**config.mk**
```make
export PLATFORM = sky130hd
export DESIGN_NAME = bank_router
export DESIGN_NICKNAME = d
export VERILOG_FILES = /design/src/logic/matrix_pkg.sv /design/src/logic/xfer_pkg.sv /design/src/logic/bank_router.sv
export VERILOG_INCLUDE_DIRS = /design/src /design/src/logic
export SDC_FILE = /design/constraint.sdc
export NUM_CORES = 1
export LEC_CHECK = 0
export ABC_AREA = 1
export BUFFER_PORTS_ARGS = -buffer_cell sky130_fd_sc_hd__buf_2
export CORE_ASPECT_RATIO = 1.75
export CORE_MARGIN = 10
export CORE_UTILIZATION = 38
export DETAILED_ROUTE_END_ITERATION = 10
export PLACE_DENSITY = 0.81
export SLEW_MARGIN = 20
export SYNTH_ARGS = -nofsm -noshare
export SYNTH_HDL_FRONTEND = slang
export SYNTH_SLANG_ARGS = --single-unit
```
**constraint.sdc**
```tcl
create_clock -name clk -period 3.35 [get_ports clk]
set_clock_uncertainty 0.1 [all_clocks]
set_input_delay 0.1675 -clock clk [delete_from_list [all_inputs] [get_ports clk]]
set_output_delay 0.1675 -clock clk [all_outputs]
set_load 0.005 [all_outputs]
```
**src/logic/matrix_macros.svh**
```systemverilog
`ifndef MATRIX_MACROS_SVH
`define MATRIX_MACROS_SVH

`define MAT_DATA_W      32
`define MAT_ROWS        12   // Not a power of two
`define MAT_ROW_IDX_W   4

`define MAT_COLS        16
`define MAT_COL_IDX_W   4

`define MAT_BANKS       4
`define MAT_BANK_SEL_W  2    // Low column bits pick the bank

// Columns held by one bank
`define MAT_BANK_COLS   (`MAT_COLS / `MAT_BANKS)

`endif

```
**src/logic/matrix_pkg.sv**
```systemverilog
`include "matrix_macros.svh"

package matrix_pkg;

  typedef logic [`MAT_DATA_W-1:0]    data_word_t;
  typedef logic [`MAT_ROW_IDX_W-1:0] row_idx_t;
  typedef logic [`MAT_COL_IDX_W-1:0] col_idx_t;

  // Upper column bits, the column inside one bank
  typedef logic [`MAT_COL_IDX_W-`MAT_BANK_SEL_W-1:0] bank_col_t;

  // Lower column bits
  typedef logic [`MAT_BANK_SEL_W-1:0] bank_sel_t;

endpackage

```
**src/logic/xfer_pkg.sv**
```systemverilog
package xfer_pkg;
  import matrix_pkg::*;

  typedef struct packed {
    logic       write;
    row_idx_t   row;
    col_idx_t   col;
    data_word_t wdata;
  } mat_req_t;

  typedef struct packed {
    logic       en;
    logic       write;
    row_idx_t   row;
    bank_col_t  col;
    data_word_t wdata;
  } bank_cmd_t;

  typedef struct packed {
    logic       done;      // Write completed
    logic       rd_valid;
    data_word_t rdata;
  } bank_rsp_t;

  typedef struct packed {
    logic       write;
    logic       err;
    data_word_t rdata;     // Zero for writes and errors
  } mat_rsp_t;

  typedef enum logic {
    ST_SCRUB,
    ST_RUN
  } router_state_t;

endpackage

```
**src/logic/bank_router.sv**
```systemverilog
`timescale 1ns/10ps
`include "matrix_macros.svh"

module bank_router (
  input  logic                clk,
  input  logic                reset,
  input  logic                advance,
  input  logic                req_valid,
  output logic                req_ready,
  input  xfer_pkg::mat_req_t  req,
  output xfer_pkg::bank_cmd_t cmd [`MAT_BANKS],
  output logic                err_issue
);
  import matrix_pkg::*;
  import xfer_pkg::*;

  router_state_t state;
  row_idx_t      scrub_row;
  bank_col_t     scrub_col;
  logic          scrub_col_wrap;
  logic          scrub_last;
  logic          accept;
  logic          in_range;
  bank_sel_t     sel;
  logic [`MAT_BANKS-1:0] sel_onehot;

  // Command register, one payload shared by all banks
  logic [`MAT_BANKS-1:0] en_q;
  logic                  write_q;
  row_idx_t              row_q;
  bank_col_t             col_q;
  data_word_t            wdata_q;

  assign req_ready = (state == ST_RUN) && advance;
  assign accept    = req_valid && req_ready;
  assign in_range  = req.row < row_idx_t'(`MAT_ROWS);
  assign sel       = req.col[`MAT_BANK_SEL_W-1:0];

  assign scrub_col_wrap = scrub_col == bank_col_t'(`MAT_BANK_COLS - 1);
  assign scrub_last     = scrub_col_wrap && (scrub_row == row_idx_t'(`MAT_ROWS - 1));

  always_comb begin
    sel_onehot      = '0;
    sel_onehot[sel] = 1'b1;
  end

  always_ff @(posedge clk) begin
    if (reset) begin
      state     <= ST_SCRUB;
      scrub_row <= '0;
      scrub_col <= '0;
      en_q      <= '0;
      err_issue <= 1'b0;
    end else if (advance) begin
      en_q      <= '0;
      err_issue <= 1'b0;
      if (state == ST_SCRUB) begin
        en_q <= '1;   // Every bank clears the same word
        if (scrub_col_wrap) begin
          scrub_col <= '0;
          scrub_row <= scrub_row + 1'b1;
        end else begin
          scrub_col <= scrub_col + 1'b1;
        end
        if (scrub_last)
          state <= ST_RUN;
      end else if (accept) begin
        err_issue <= !in_range;
        en_q      <= in_range ? sel_onehot : '0;
      end
    end
  end

  always_ff @(posedge clk) begin
    if (advance) begin
      if (state == ST_SCRUB) begin
        write_q <= 1'b1;
        row_q   <= scrub_row;
        col_q   <= scrub_col;
        wdata_q <= '0;
      end else if (accept) begin
        write_q <= req.write;
        row_q   <= req.row;
        col_q   <= req.col[`MAT_COL_IDX_W-1:`MAT_BANK_SEL_W];
        wdata_q <= req.wdata;
      end
    end
  end

  always_comb begin
    for (int i = 0; i < `MAT_BANKS; i++) begin
      cmd[i].en    = en_q[i];
      cmd[i].write = write_q;
      cmd[i].row   = row_q;
      cmd[i].col   = col_q;
      cmd[i].wdata = wdata_q;
    end
  end

  a_no_ready_in_scrub: assert property (@(posedge clk) disable iff (reset)
    state == ST_SCRUB |-> !req_ready)
    else $error("router: req_ready high while scrub is running");

endmodule

```
==> out/results.tsv <==
metric	value	unit
Synth area leaders	edfxtp_1 39%, buf_4 30%, dfxtp_1 8.1%	
initial antenna violation count	1	
share of cells above drive strength 1	54.7	%
hold path start	reset	
crit-path max cell delay	0.92	ns
crit end category	output pin	
total power	1430	uW
Worst Path Max Fanout	46	
Primary FF master, synth	edfxtp_1	
gate count of the mapped netlist	320	
Post-DP Area	3200	sq um
# DRC	0	
die area	11900	sq um
Total GRT Usage	11.8	%
I/O Buffers	206	
vias in the first global route	2169	
Post-Syn Nets	367	
Ant. Diodes	0	
area leader, netlist	edfxtp_1	
status	finished clean	
gr ovfl total	0	
Tmin final	1.83	ns
WP buf/inv	2	
RD Place Congestion	0.718	
Pwr Density	424	nW/um^2
Die Height	137	um
clk_lat worst skew	0.29	ns
Initial DRT Pass Iterations	4	
asr flop ratio synth	0	%
multi-input logic area	477	sq um
post-route cell area	3370	sq um
Hold EP	scrub_col[0]	
largest net degree at the start of global routing	47	
Yosys Warn Count	0	
worst vdd ir	0.261	mV
Least-Margin Pin Slew	0.914	ns
Clock Sinks	51	
Worst R2R Setup Slack	1.57	ns
storage element area	1410	sq um
RSZ-0062 raised after global routing	false	
r2r endpoint	wdata_q[10]	
count of cell types in the netlist	20	
Slowest cell on crit path	dfxtp_2	
Crit Path Category	flop to output pin	
Yosys reg bits	51	
Resize count post-CTS	0	
Placed Cells incl. Taps	491	
Total Wirelength	7.79	mm
register area share after synthesis	47.5	%
core box area	7620	sq um
first-pass GRT wire length	11.1	mm
worst-case reg-to-reg path depth	2	
Post-CTS Setup Inserts	0	
nets@finish	457	
clk root buf	clkbuf_16	
Max Cap Viol	0	
cell row count	42	
Slew HR	39.1	%
Worst Hold Depth	2	
clock transition at the registers of the reported paths	0.06	ns
Worst EP arrival	1.56	ns
post-DP HPWL	6.58	mm
crit start category	flop	
Critical Path RT	3.08	ns
Vias	2130	
commonest non-fill, non-tap cell in the layout	buf_2	
CTS Buf Count	5	
crit-path cells	nand2_2 -> clkinv_2 -> buf_2	
synthesis-to-finish area growth	13.3	%
Die X	86.8	um
cts-stage hold buffer count	0	
ANT nets after route	0	
most frequent cells in the layout	206 x buf_2, 59 x nand2_1, 41 x inv_1, 39 x edfxtp_1, 11 x dfxtp_1	
EDFF count, synth	39	
endpoints failing hold	0	
# H-tree levels	2	
Vias per Instance	4.27	
routed wire length per instance	15.6	um
Reg2Reg Launch Point	state	
DRT iter0 DRCs	103	
Final Setup Violations	0	
top cell type's share of synthesized area	39.4	%
Initial Util	39.0	%
mean post-synth cell area	9.29	sq um
largest delay contributor family on the critical path	flip-flops	
final-report max-slew violation count	0	
FMAX	548	MHz
num ports	207	
CTS tree	done	
Setup TNS	0	ns
Finished Layout Cells	499	
number of fillers in the final layout	748	
clock buffer depth	2	
cell area after synthesis	2970	sq um
fin crit share	54.5	%
Worst Hold Class	input port to flop	
Lkg Pwr	0.00199	uW
## layout make-up
cell class / instances / area share, %
Sequential cell: 51 / 41.9
Multi-Input combinational cell: 101 / 14.2
Timing Repair Buffer: 207 / 30.8
Clock inverter: 3 / 1.15
Clock buffer: 5 / 3.71
Inverter: 44 / 4.94
Tap cell: 88 / 3.27
## logic make-up after synthesis
kind of cell,after synthesis,share of synthesized area (%)
buffers and inverters,168,36.8
and+or+nand+nor,79,11.5
adders and majority gates,2,0.842
AOI/OAI and AO/OA,20,3.37
DFF,51,47.5
## flip-flops by register name, summed over array words and instances (netlist names)
register   count
scrub_col      2
wdata_q       32
col_q          2
scrub_row      4
write_q        1
row_q          4
en_q           4
state          1
err_issue      1
## how the worst max path moves through the flow
stage             endpoint  startpoint  slack, ns  cells past startpoint
3_5_place_dp    wdata_q[4]       state       1.55                      2
2_1_floorplan     col_q[0]       state       0.26                      3
4_1_cts          req_ready       state       1.48                      3
6_report         req_ready       state       1.52                      3
5_1_grt          req_ready       state       1.35                      3
3_3_place_gp   wdata_q[24]       state       1.59                      2
## synthesized netlist by cell type, types with 4 or more instances
master,n
a21oi_1,11
buf_2,4
buf_4,118
dfxtp_1,12
edfxtp_1,39
inv_1,41
nand2_1,59
nand4_1,5
nor2_1,7
o21ai_0,8
## report_power, final
part           internal (uW)  leakage, uW  total [uW]  switching, uW
logic                   71.6      0.00142         145           73.1
clock network            348    0.0000812         562            214
registers                703     0.000498         722           19.2
## per-stage QoR
step                hold slack [ns]  setup slack [ns]  utilization, %
floorplan                     0.137             0.260               -
global placement              0.309              1.59            42.1
detailed placement            0.316              1.55            42.1
CTS                         0.00707              1.48            44.2
global route                 0.0228              1.35            44.2
finish                      0.00944              1.52            44.2
## per-layer routing
metal / vias to the layer above / part of all wire, % / track usage [%]
met5: - / 0.18 / 0
met4: 2 / 1.1 / 3.80
met3: 10 / 16 / 6.49
met2: 126 / 55 / 23.0
met1: 943 / 28 / 9.24
li1: 1049 / - / -
Note: power is estimated with default switching activity, not from simulation.
