File: config.mk
export PLATFORM = sky130hd
export DESIGN_NAME = rsp_collector
export DESIGN_NICKNAME = d
export VERILOG_FILES = /design/src/logic/matrix_pkg.sv /design/src/logic/xfer_pkg.sv /design/src/logic/rsp_collector.sv
export VERILOG_INCLUDE_DIRS = /design/src /design/src/logic
export SDC_FILE = /design/constraint.sdc
export NUM_CORES = 1
export LEC_CHECK = 0
export BUFFER_PORTS_ARGS = -buffer_cell sky130_fd_sc_hd__buf_2
export CELL_PAD_IN_SITES_DETAIL_PLACEMENT = 1
export CELL_PAD_IN_SITES_GLOBAL_PLACEMENT = 1
export CORE_AREA = 5 5 81 101
export CTS_CLUSTER_DIAMETER = 60
export CTS_CLUSTER_SIZE = 20
export DETAILED_ROUTE_END_ITERATION = 10
export DIE_AREA = 0 0 86 106
export PLACE_DENSITY = 0.91
export SLEW_MARGIN = 0
export SYNTH_ARGS = -nofsm -noshare
export SYNTH_HDL_FRONTEND = slang
export SYNTH_SLANG_ARGS = --single-unit
File: constraint.sdc
create_clock -name clk -period 4.4 [get_ports clk]
set_input_delay 0.88 -clock clk [delete_from_list [all_inputs] [get_ports clk]]
set_output_delay 0.88 -clock clk [all_outputs]
set_load 0.01 [all_outputs]
File: src/logic/matrix_macros.svh
`ifndef MATRIX_MACROS_SVH
`define MATRIX_MACROS_SVH

`define MAT_DATA_W      32
`define MAT_ROWS        12   // Not a power of two
`define MAT_ROW_IDX_W   4

`define MAT_COLS        16
`define MAT_COL_IDX_W   4

`define MAT_BANKS       4
`define MAT_BANK_SEL_W  2    // Low column bits pick the bank

// Columns held by one bank
`define MAT_BANK_COLS   (`MAT_COLS / `MAT_BANKS)

`endif

File: src/logic/matrix_pkg.sv
`include "matrix_macros.svh"

package matrix_pkg;

  typedef logic [`MAT_DATA_W-1:0]    data_word_t;
  typedef logic [`MAT_ROW_IDX_W-1:0] row_idx_t;
  typedef logic [`MAT_COL_IDX_W-1:0] col_idx_t;

  // Upper column bits, the column inside one bank
  typedef logic [`MAT_COL_IDX_W-`MAT_BANK_SEL_W-1:0] bank_col_t;

  // Lower column bits
  typedef logic [`MAT_BANK_SEL_W-1:0] bank_sel_t;

endpackage

File: src/logic/xfer_pkg.sv
package xfer_pkg;
  import matrix_pkg::*;

  typedef struct packed {
    logic       write;
    row_idx_t   row;
    col_idx_t   col;
    data_word_t wdata;
  } mat_req_t;

  typedef struct packed {
    logic       en;
    logic       write;
    row_idx_t   row;
    bank_col_t  col;
    data_word_t wdata;
  } bank_cmd_t;

  typedef struct packed {
    logic       done;      // Write completed
    logic       rd_valid;
    data_word_t rdata;
  } bank_rsp_t;

  typedef struct packed {
    logic       write;
    logic       err;
    data_word_t rdata;     // Zero for writes and errors
  } mat_rsp_t;

  typedef enum logic {
    ST_SCRUB,
    ST_RUN
  } router_state_t;

endpackage

File: src/logic/rsp_collector.sv
`timescale 1ns/10ps
`include "matrix_macros.svh"

module rsp_collector (
  input  logic                clk,
  input  logic                reset,
  input  xfer_pkg::bank_rsp_t brsp [`MAT_BANKS],
  input  logic                err_issue,
  output logic                advance,
  output logic                rsp_valid,
  input  logic                rsp_ready,
  output xfer_pkg::mat_rsp_t  rsp
);
  import xfer_pkg::*;

  logic                  err_q;     // Lines up with the bank stage
  logic                  any_src;
  mat_rsp_t              merged;
  logic [2*`MAT_BANKS:0] src_vec;

  // Whole pipeline moves when the output slot is free or draining
  assign advance = !rsp_valid || rsp_ready;

  always_comb begin
    merged                = '0;
    merged.err            = err_q;
    src_vec               = '0;
    src_vec[2*`MAT_BANKS] = err_q;
    for (int i = 0; i < `MAT_BANKS; i++) begin
      src_vec[2*i]   = brsp[i].done;
      src_vec[2*i+1] = brsp[i].rd_valid;
      if (brsp[i].done)
        merged.write = 1'b1;
      if (brsp[i].rd_valid)
        merged.rdata |= brsp[i].rdata;
    end
  end

  assign any_src = |src_vec;

  always_ff @(posedge clk) begin
    if (reset) begin
      err_q     <= 1'b0;
      rsp_valid <= 1'b0;
    end else if (advance) begin
      err_q     <= err_issue;
      rsp_valid <= any_src;
    end
  end

  always_ff @(posedge clk) begin
    if (advance)
      rsp <= merged;
  end

  // Only one item per pipeline slot across all banks and the error path
  a_one_source: assert property (@(posedge clk) disable iff (reset)
    $onehot0(src_vec))
    else $error("collector: more than one response source active %b", src_vec);

  a_rsp_stable: assert property (@(posedge clk) disable iff (reset)
    rsp_valid && !rsp_ready |=> rsp_valid && $stable(rsp))
    else $error("collector: response changed while stalled");

endmodule

==> flow_summary.ini, run 1 <==
[place]
globalplace.congestion = 0.802
placedInstanceArea_sq_um = 2720
portBuffers = 175
dp.cells = 408
place_ws_ps = 1830
dp_hpwl_um = 5370

[drt]
post-route-drc-count = 0
wirelength_um = 6860
vias = 1993
wl_per_cell_um = 16.5
drt_iter0_markers = 46
ant_nets = 0
via_per_inst = 4.79
dr.pass1.iters = 4

[worst_setup_path]
crit_family = buffers and inverters
crit_arrival_ps = 1680
critPathCaptureType = output pin
worstSetupPathType = input pin to output pin
crit_required_ps = 3520
slowest_stage = buf_4
critPathMaxFanout = 37
path_cells = buf_2 -> nand2b_2 -> buf_4 -> buf_2
r2r-end = rsp_valid
reg2reg_depth = 4
r2r_start = rsp_valid
crit_top_cell = buf_2
slowest_delay_ps = 400
crit_buf_inv = 3
r2r_setup_slack_ps = 3200
crit_path_start_kind = input pin

[cells_and_area]
area_growth_pct = 57.8
stdcell_count = 416
drive_above_1_share_pct = 57.1
multi_input_area_sq_um = 658
final_area_sq_um = 2820
antenna_cells = 0
seqCellArea_sq_um = 1060
fin_nets = 463
fillers = 905

[min_path]
hp-class = register to register
hold_path_end = rsp[32]
worstHoldStart = err_q
min_delay_path_depth = 0

[grt]
antenna_found_initial = 0
overflow = 0
grt_pass1_vias = 2165
track_usage_pct = 14.6
grt_max_degree = 38
grt_pass1_wl_um = 10500

[synthesis]
synth.most_common_cell = a22oi_1
synth.largest_area_cell = edfxtp_1
synth_area_sq_um = 1790
synth_nets = 296
syn_avg_cell_area_sq_um = 11.4
synth_top_area_share_pct = 57.2
synth_common_cells = a22oi_1, edfxtp_1, nand2_1
ys_seq_area_share_pct = 59.4
ys_ff_latch = 36
synth_cell_types = 13
yosys-top-cells-area = edfxtp_1, a22oi_1, nand2_1
ys.flop_type = edfxtp_1
synth_edf_count = 34
synth_async_sr_flop_share_pct = 0
postSynthCellCount = 156
ys_warn_count = 0

[timing]
tightest_slew_ps = 681
relSlewSlack_pct = 54.6
grt_setup_unrepaired = no
hold_viol = 0
setup_violations = 0
setup_tns_ps = 0
fin_ws_ps = 1840
finalCritPeriodShare_pct = 58.2
timing.hold.ws_ps = 484
final_max_slew_viol_count = 0
finClkSkew_ps = 6.52
period_needed_ps = 2560
clock.fmax_mhz = 390

[floorplanning]
start_util_pct = 24.7
die_y_um = 106
dieArea_sq_um = 9120
io_pins = 176
rows = 35
fp.coreArea_sq_um = 7230
fp.dieW_um = 86

[power]
p_int_w = 0.000639
power_frac_seq_pct = 48.8
p_leak_nw = 1.34
switching_share_pct = 24.6
clockPowerShare_pct = 29.9
ir_drop_uv = 135
combinationalPowerShare_pct = 21.2
power_density_nw_per_um2 = 301
power_switching_w = 0.000209

[clock_tree]
cts_tree = built
postCtsSetupBuffers = 0
path_clk_slew_ps = 70
cts_resized = 0
clock_latency_ps = 280
cts.sinks = 36
ctsHoldBuffers = 0
clock_path_buffers = 2
cts-htree-levels = 2
clock-root-buffer = clkbuf_8
cts_buffers = 5

[run_status]
status = complete, no violations

[flow_run]
max_cap_violations = 0
## registers in the layout (all words and copies together), names as in the netlist
name and flops:
rsp 34, err_q 1, rsp_valid 1
## stage by stage
stage	power [W]	util [%]
floorplan	0.000501	-
finish	0.000848	39.0
global placement	0.000596	37.6
detailed placement	0.000605	37.6
global route	0.000897	39.0
CTS	0.000862	39.0
## cells in the final DEF (no fill, tap or decap), types with 2 or more instances in the layout
cell type    n
nor2_1       2
edfxtp_1    34
a22oi_1     64
clkbuf_8     7
nand2_1     32
dfxtp_1      2
buf_2      175
## cell type report
class,instances,share of cell area (%)
repair buffers,176,31.3
flip-flops and latches,36,37.7
multi-input cells,104,23.4
clock buffers,8,3.55
well taps,92,4.09
## cell families after synthesis
| logic type | after synthesis | share of synthesized area [%] |
|---|---|---|
| AOI/OAI and AO/OA | 65 | 27.5 |
| buffers and inverters | 16 | 3.85 |
| DFF | 36 | 59.4 |
| muxes | 1 | 0.561 |
| and+or+nand+nor | 38 | 8.69 |
## power groups by stage
stage / clock network (W) / logic, W / registers [W]
after floorplan: 0 / 0.0000625 / 0.000438
after global routing: 0.000282 / 0.000199 / 0.000417
after detailed placement: 0 / 0.000183 / 0.000422
final: 0.000254 / 0.000180 / 0.000414
after global placement: 0 / 0.000176 / 0.000421
after CTS: 0.000264 / 0.000183 / 0.000415
## worst max-delay path by stage
stage	endpoint	cells after the start	from
final	advance	4	rsp_ready
after global routing	advance	4	rsp_ready
after CTS	advance	4	rsp_ready
after detailed placement	advance	4	rsp_ready
after global placement	advance	4	rsp_ready
after floorplan	advance	1	rsp_ready
## per-layer routing
layer  vias up  global-route usage (%)  share of wire (%)
li1        953                       -                  -
met1       943                    15.1                 34
met2        90                    28.1                 56
met3         7                    4.03                8.4
met4         0                    4.19                1.2
met5         -                       0                  0
Power figures use the tool's default switching activity.
==> run 2: changes to the inputs <==
- CORE_AREA: 5 5 81 101 -> 5 5 87 109
- DIE_AREA: 0 0 86 106 -> 0 0 92 114
- PLACE_DENSITY: 0.91 -> 0.84
- clock period: 4.4 -> 2.1 ns (I/O delays scaled with it)
==> run 2 against run 1 <==
Compared with the run above:
- total power increased by 100%
- worst hold slack got worse by 180 ps
- clock power increased by 83%
- critical path depth decreased by 2
- cell count increased by 1.7%
- flip-flop and latch count unchanged
- via count increased by 0.15%
- non-clock buffer count unchanged
==> flow_summary.ini, run 2 (synthesis results as in run 1) <==
[timing]
tightest_slew_ps = 676
finClkSkew_ps = 5.50
timing.hold.ws_ps = 309
setup_violations = 0
relSlewSlack_pct = 55.0
hold_viol = 0
setup_tns_ps = 0
grt_setup_unrepaired = no
final_max_slew_viol_count = 0
clock.fmax_mhz = 788
finalCritPeriodShare_pct = 60.4
period_needed_ps = 1270

[worst_setup_path]
slowest_stage = dfxtp_1
critPathMaxFanout = 2
crit_arrival_ps = 850
critPathCaptureType = output pin
slowest_delay_ps = 360
path_cells = nand2b_2 -> buf_2
crit_path_start_kind = register
crit_family = flip-flops
crit_required_ps = 1680
worstSetupPathType = register to output pin
crit_buf_inv = 1
setup.worst_path.start = rsp_valid
r2r_start = rsp_valid

[drt]
vias = 1996
ant_nets = 0
post-route-drc-count = 0
wl_per_cell_um = 16.3
wirelength_um = 6900
via_per_inst = 4.72
dr.pass1.iters = 4
drt_iter0_markers = 110

[clock_tree]
clock_path_buffers = 2
cts.sinks = 36
ctsHoldBuffers = 0
cts-htree-levels = 2
path_clk_slew_ps = 70
cts_tree = built
clock-root-buffer = clkbuf_8
cts_resized = 0
postCtsSetupBuffers = 0
cts_buffers = 5
clock_latency_ps = 280

[floorplanning]
fp.coreArea_sq_um = 8460
start_util_pct = 21.1
fp.dieW_um = 92
io_pins = 176
rows = 38
die_y_um = 114
dieArea_sq_um = 10500

[cells_and_area]
area_growth_pct = 57.1
final_common_cell = buf_2
stdcell_count = 423
fin_nets = 463
most-common-layout-cells = buf_2, a22oi_1, edfxtp_1
drive_above_1_share_pct = 57.0
antenna_cells = 0
top_regs = rsp (34), err_q (1), rsp_valid (1)
largest_reg_flops = 34
regMostFlops = rsp

[power]
ir_drop_uv = 261
power_density_nw_per_um2 = 609
p_leak_nw = 1.33

[grt]
grt_pass1_wl_um = 10500
track_usage_pct = 12.7
overflow = 0
grt_pass1_vias = 2187
grt_max_degree = 37
antenna_found_initial = 0

[flow_run]
max_cap_violations = 0

[place]
globalplace.congestion = 0.743
dp_hpwl_um = 5420
portBuffers = 175
dp.cells = 416

[run_status]
status = complete, no violations

[min_path]
hp-class = input pin to register
worstHoldStart = reset
[run 2: cell count changes in the layout (fill, tap and decap cells not counted)]
cell / delta
clkbuf_8: -2
clkinv_2: +1
[run 2: final timing paths]
check / end / cells after the start / slack, ps
worst max-delay path: advance / 2 / 830
worst min-delay path: err_q / 2 / 310
worst max register to register: rsp_valid / 4 / 870
worst min register to register: rsp[32] / 0 / 470
[run 2: cell type report]
cell class / count / area, sq um
well taps: 100 / 125
fillers: 1045 / 5660
clock buffers: 6 / 72.6
clock inverters: 1 / 5.00
multi-input cells: 104 / 658
flip-flops and latches: 36 / 1060
repair buffers: 176 / 883
[run 2: per-layer routing]
layer / up-vias / track usage (%) / routed length (um)
met5: - / 0 / 0
met4: 0 / 3.57 / 90
met3: 5 / 3.89 / 620
met2: 105 / 24.2 / 3800
met1: 932 / 13.2 / 2380
li1: 954 / - / -
[run 2: report_power, final]
part	internal [W]	switching, W	total (W)
Combinational	0.000185	0.000191	0.000376
Clock	0.000226	0.000239	0.000464
Sequential	0.000855	0.0000129	0.000868
Total	0.00127	0.000443	0.00171
[run 2: stage by stage]
step / util [%] / setup WS [ps] / instance area, sq um / total power, W
3_5_place_dp: 32.2 / 628 / 2730 / 0.00127
5_1_grt: 33.1 / 736 / 2810 / 0.00181
3_3_place_gp: 32.2 / 665 / 2730 / 0.00125
4_1_cts: 33.1 / 810 / 2810 / 0.00174
2_1_floorplan: - / 227 / 1790 / 0.00105
6_report: 33.1 / 831 / 2810 / 0.00171
==> run 3: changes to the inputs <==
- CORE_AREA: 5 5 87 109 -> 5 5 84 105
- DIE_AREA: 0 0 92 114 -> 0 0 89 110
- PLACE_DENSITY: 0.84 -> 0.86
- clock period: 2.1 -> 1.2 ns (I/O delays scaled with it)
==> run 3 against run 2 <==
Compared with the run above:
- utilization rose by 5.0 points
- worst setup slack worse by 770 ps
- clock skew grew 0.85 ps
- flip-flop and latch count did not move
- sequential share of layout area shrank 1.7 points
- sequential power increased by 75%
- clock-buffer cell count up 2
- combinational power up 90%
- routed wire length is 6.2% higher
- via count rose by 2.2%
- global-route usage increased by 1.7 points
- clock power increased by 100%
- highest routed layer unchanged
==> flow_summary.ini, run 3 (synthesis results as in run 1) <==
[cells_and_area]
fin_util_pct = 38.2
final_common_cell = buf_2
most-common-layout-cells = buf_2, a22oi_1, edfxtp_1
stdcell_count = 424
area_growth_pct = 64.6
fillers = 935
largest_reg_flops = 34
final_area_sq_um = 2940
top_regs = rsp (34), err_q (1), rsp_valid (1)
regMostFlops = rsp
antenna_cells = 0
drive_above_1_share_pct = 57.8
fin_nets = 468

[worst_setup_path]
r2r_start = rsp_valid
r2r_setup_slack_ps = 210
worstSetupPathType = register to output pin
crit_required_ps = 960
critPathMaxFanout = 5
reg2reg_depth = 4
crit_path_start_kind = register
crit_arrival_ps = 900
path_cells = nand2b_4 -> buf_2
slowest_delay_ps = 370
r2r-end = err_q
slowest_stage = dfxtp_1
critPathCaptureType = output pin

[drt]
ant_nets = 0
wl_per_cell_um = 17.3
dr.pass1.iters = 4
vias = 2040
wirelength_um = 7330
post-route-drc-count = 0
via_per_inst = 4.81
drt_iter0_markers = 81

[min_path]
hp-class = input pin to register
worstHoldStart = reset
min_delay_path_depth = 2
hold_path_end = err_q

[clock_tree]
ctsHoldBuffers = 0
clock_path_buffers = 2
clock_latency_ps = 280
cts_tree = built
cts_buffers = 5
cts-htree-levels = 2
clock-root-buffer = clkbuf_8
path_clk_slew_ps = 70
cts_resized = 0
cts.sinks = 36
postCtsSetupBuffers = 0

[floorplanning]
die_y_um = 110
rows = 36
io_pins = 176
fp.coreArea_sq_um = 7700
start_util_pct = 23.2
dieArea_sq_um = 9790
fp.dieW_um = 89

[timing]
relSlewSlack_pct = 57.1
hold_viol = 0
tightest_slew_ps = 643
finalCritPeriodShare_pct = 95.1
final_max_slew_viol_count = 0
period_needed_ps = 1140
setup_tns_ps = 0
setup_violations = 0
grt_setup_unrepaired = no
timing.hold.ws_ps = 138
clock.fmax_mhz = 876
finClkSkew_ps = 6.35

[place]
portBuffers = 175
globalplace.congestion = 0.752
placedInstanceArea_sq_um = 2840
dp.cells = 416
dp_hpwl_um = 5990

[power]
combinationalPowerShare_pct = 22.5
power_frac_seq_pct = 48.0
switching_share_pct = 24.8
p_int_w = 0.00238
p_leak_nw = 1.40
power_density_nw_per_um2 = 1080
power_switching_w = 0.000785
clockPowerShare_pct = 29.5
ir_drop_uv = 452

[grt]
antenna_found_initial = 0
grt_pass1_wl_um = 10600
overflow = 0
grt_pass1_vias = 2220
grt_max_degree = 34
track_usage_pct = 14.3

[flow_run]
max_cap_violations = 0

[run_status]
status = complete, no violations
-- run 3: changes by cell type in the layout (fill, tap and decap cells not counted) --
cell | before | now
buf_12 | 0 | 6
clkbuf_8 | 5 | 7
buf_4 | 1 | 0
clkinv_2 | 1 | 0
nand2b_2 | 1 | 0
nand2b_4 | 0 | 1
-- run 3: area by class of cell --
cell class	count	area, sq um	share of cell area, %
sequential	36	1060	36.1
timing repair buffer	181	996	33.9
multi-input combinational	104	663	22.6
tap	95	119	4.04
clock buffer	8	100	3.41
-- run 3: routing by layer --
layer  vias to the layer above  global-route usage [%]  wire [um]
li1                        964                       -          -
met1                       975                    14.3       2410
met2                        95                    27.9       4220
met3                         6                    4.16        582
met4                         0                    4.57        105
met5                         -                       0          0
-- run 3: power by group through the flow --
stage               sequential (W)  clock, W  combinational, W
floorplan                  0.00161         0          0.000231
global placement           0.00154         0          0.000696
detailed placement         0.00155         0          0.000726
CTS                        0.00152  0.000980          0.000727
global route               0.00153   0.00104          0.000782
finish                     0.00152  0.000933          0.000714
-- run 3: how the worst max path moves through the flow --
stage	from	end	slack, ps
after floorplan	rsp_valid	rsp_valid	130
after global placement	brsp[33]	rsp_valid	40
after detailed placement	brsp[33]	rsp_valid	5
after CTS	rsp_valid	advance	40
after global routing	rsp_valid	advance	6
final	rsp_valid	advance	60
-- run 3: worst max-delay path, delay by kind of cell (launching register included) --
family        cells  cell delay, ps
buf+inv           1             150
simple gates      1             100
flops             1             370
-- run 3: stage by stage --
| step | power (W) | worst slack, ps |
|---|---|---|
| 2_1_floorplan | 0.00184 | 128 |
| 3_3_place_gp | 0.00224 | 44.9 |
| 3_5_place_dp | 0.00228 | 5.45 |
| 4_1_cts | 0.00323 | 38.1 |
| 5_1_grt | 0.00335 | 6.08 |
| 6_report | 0.00317 | 58.6 |
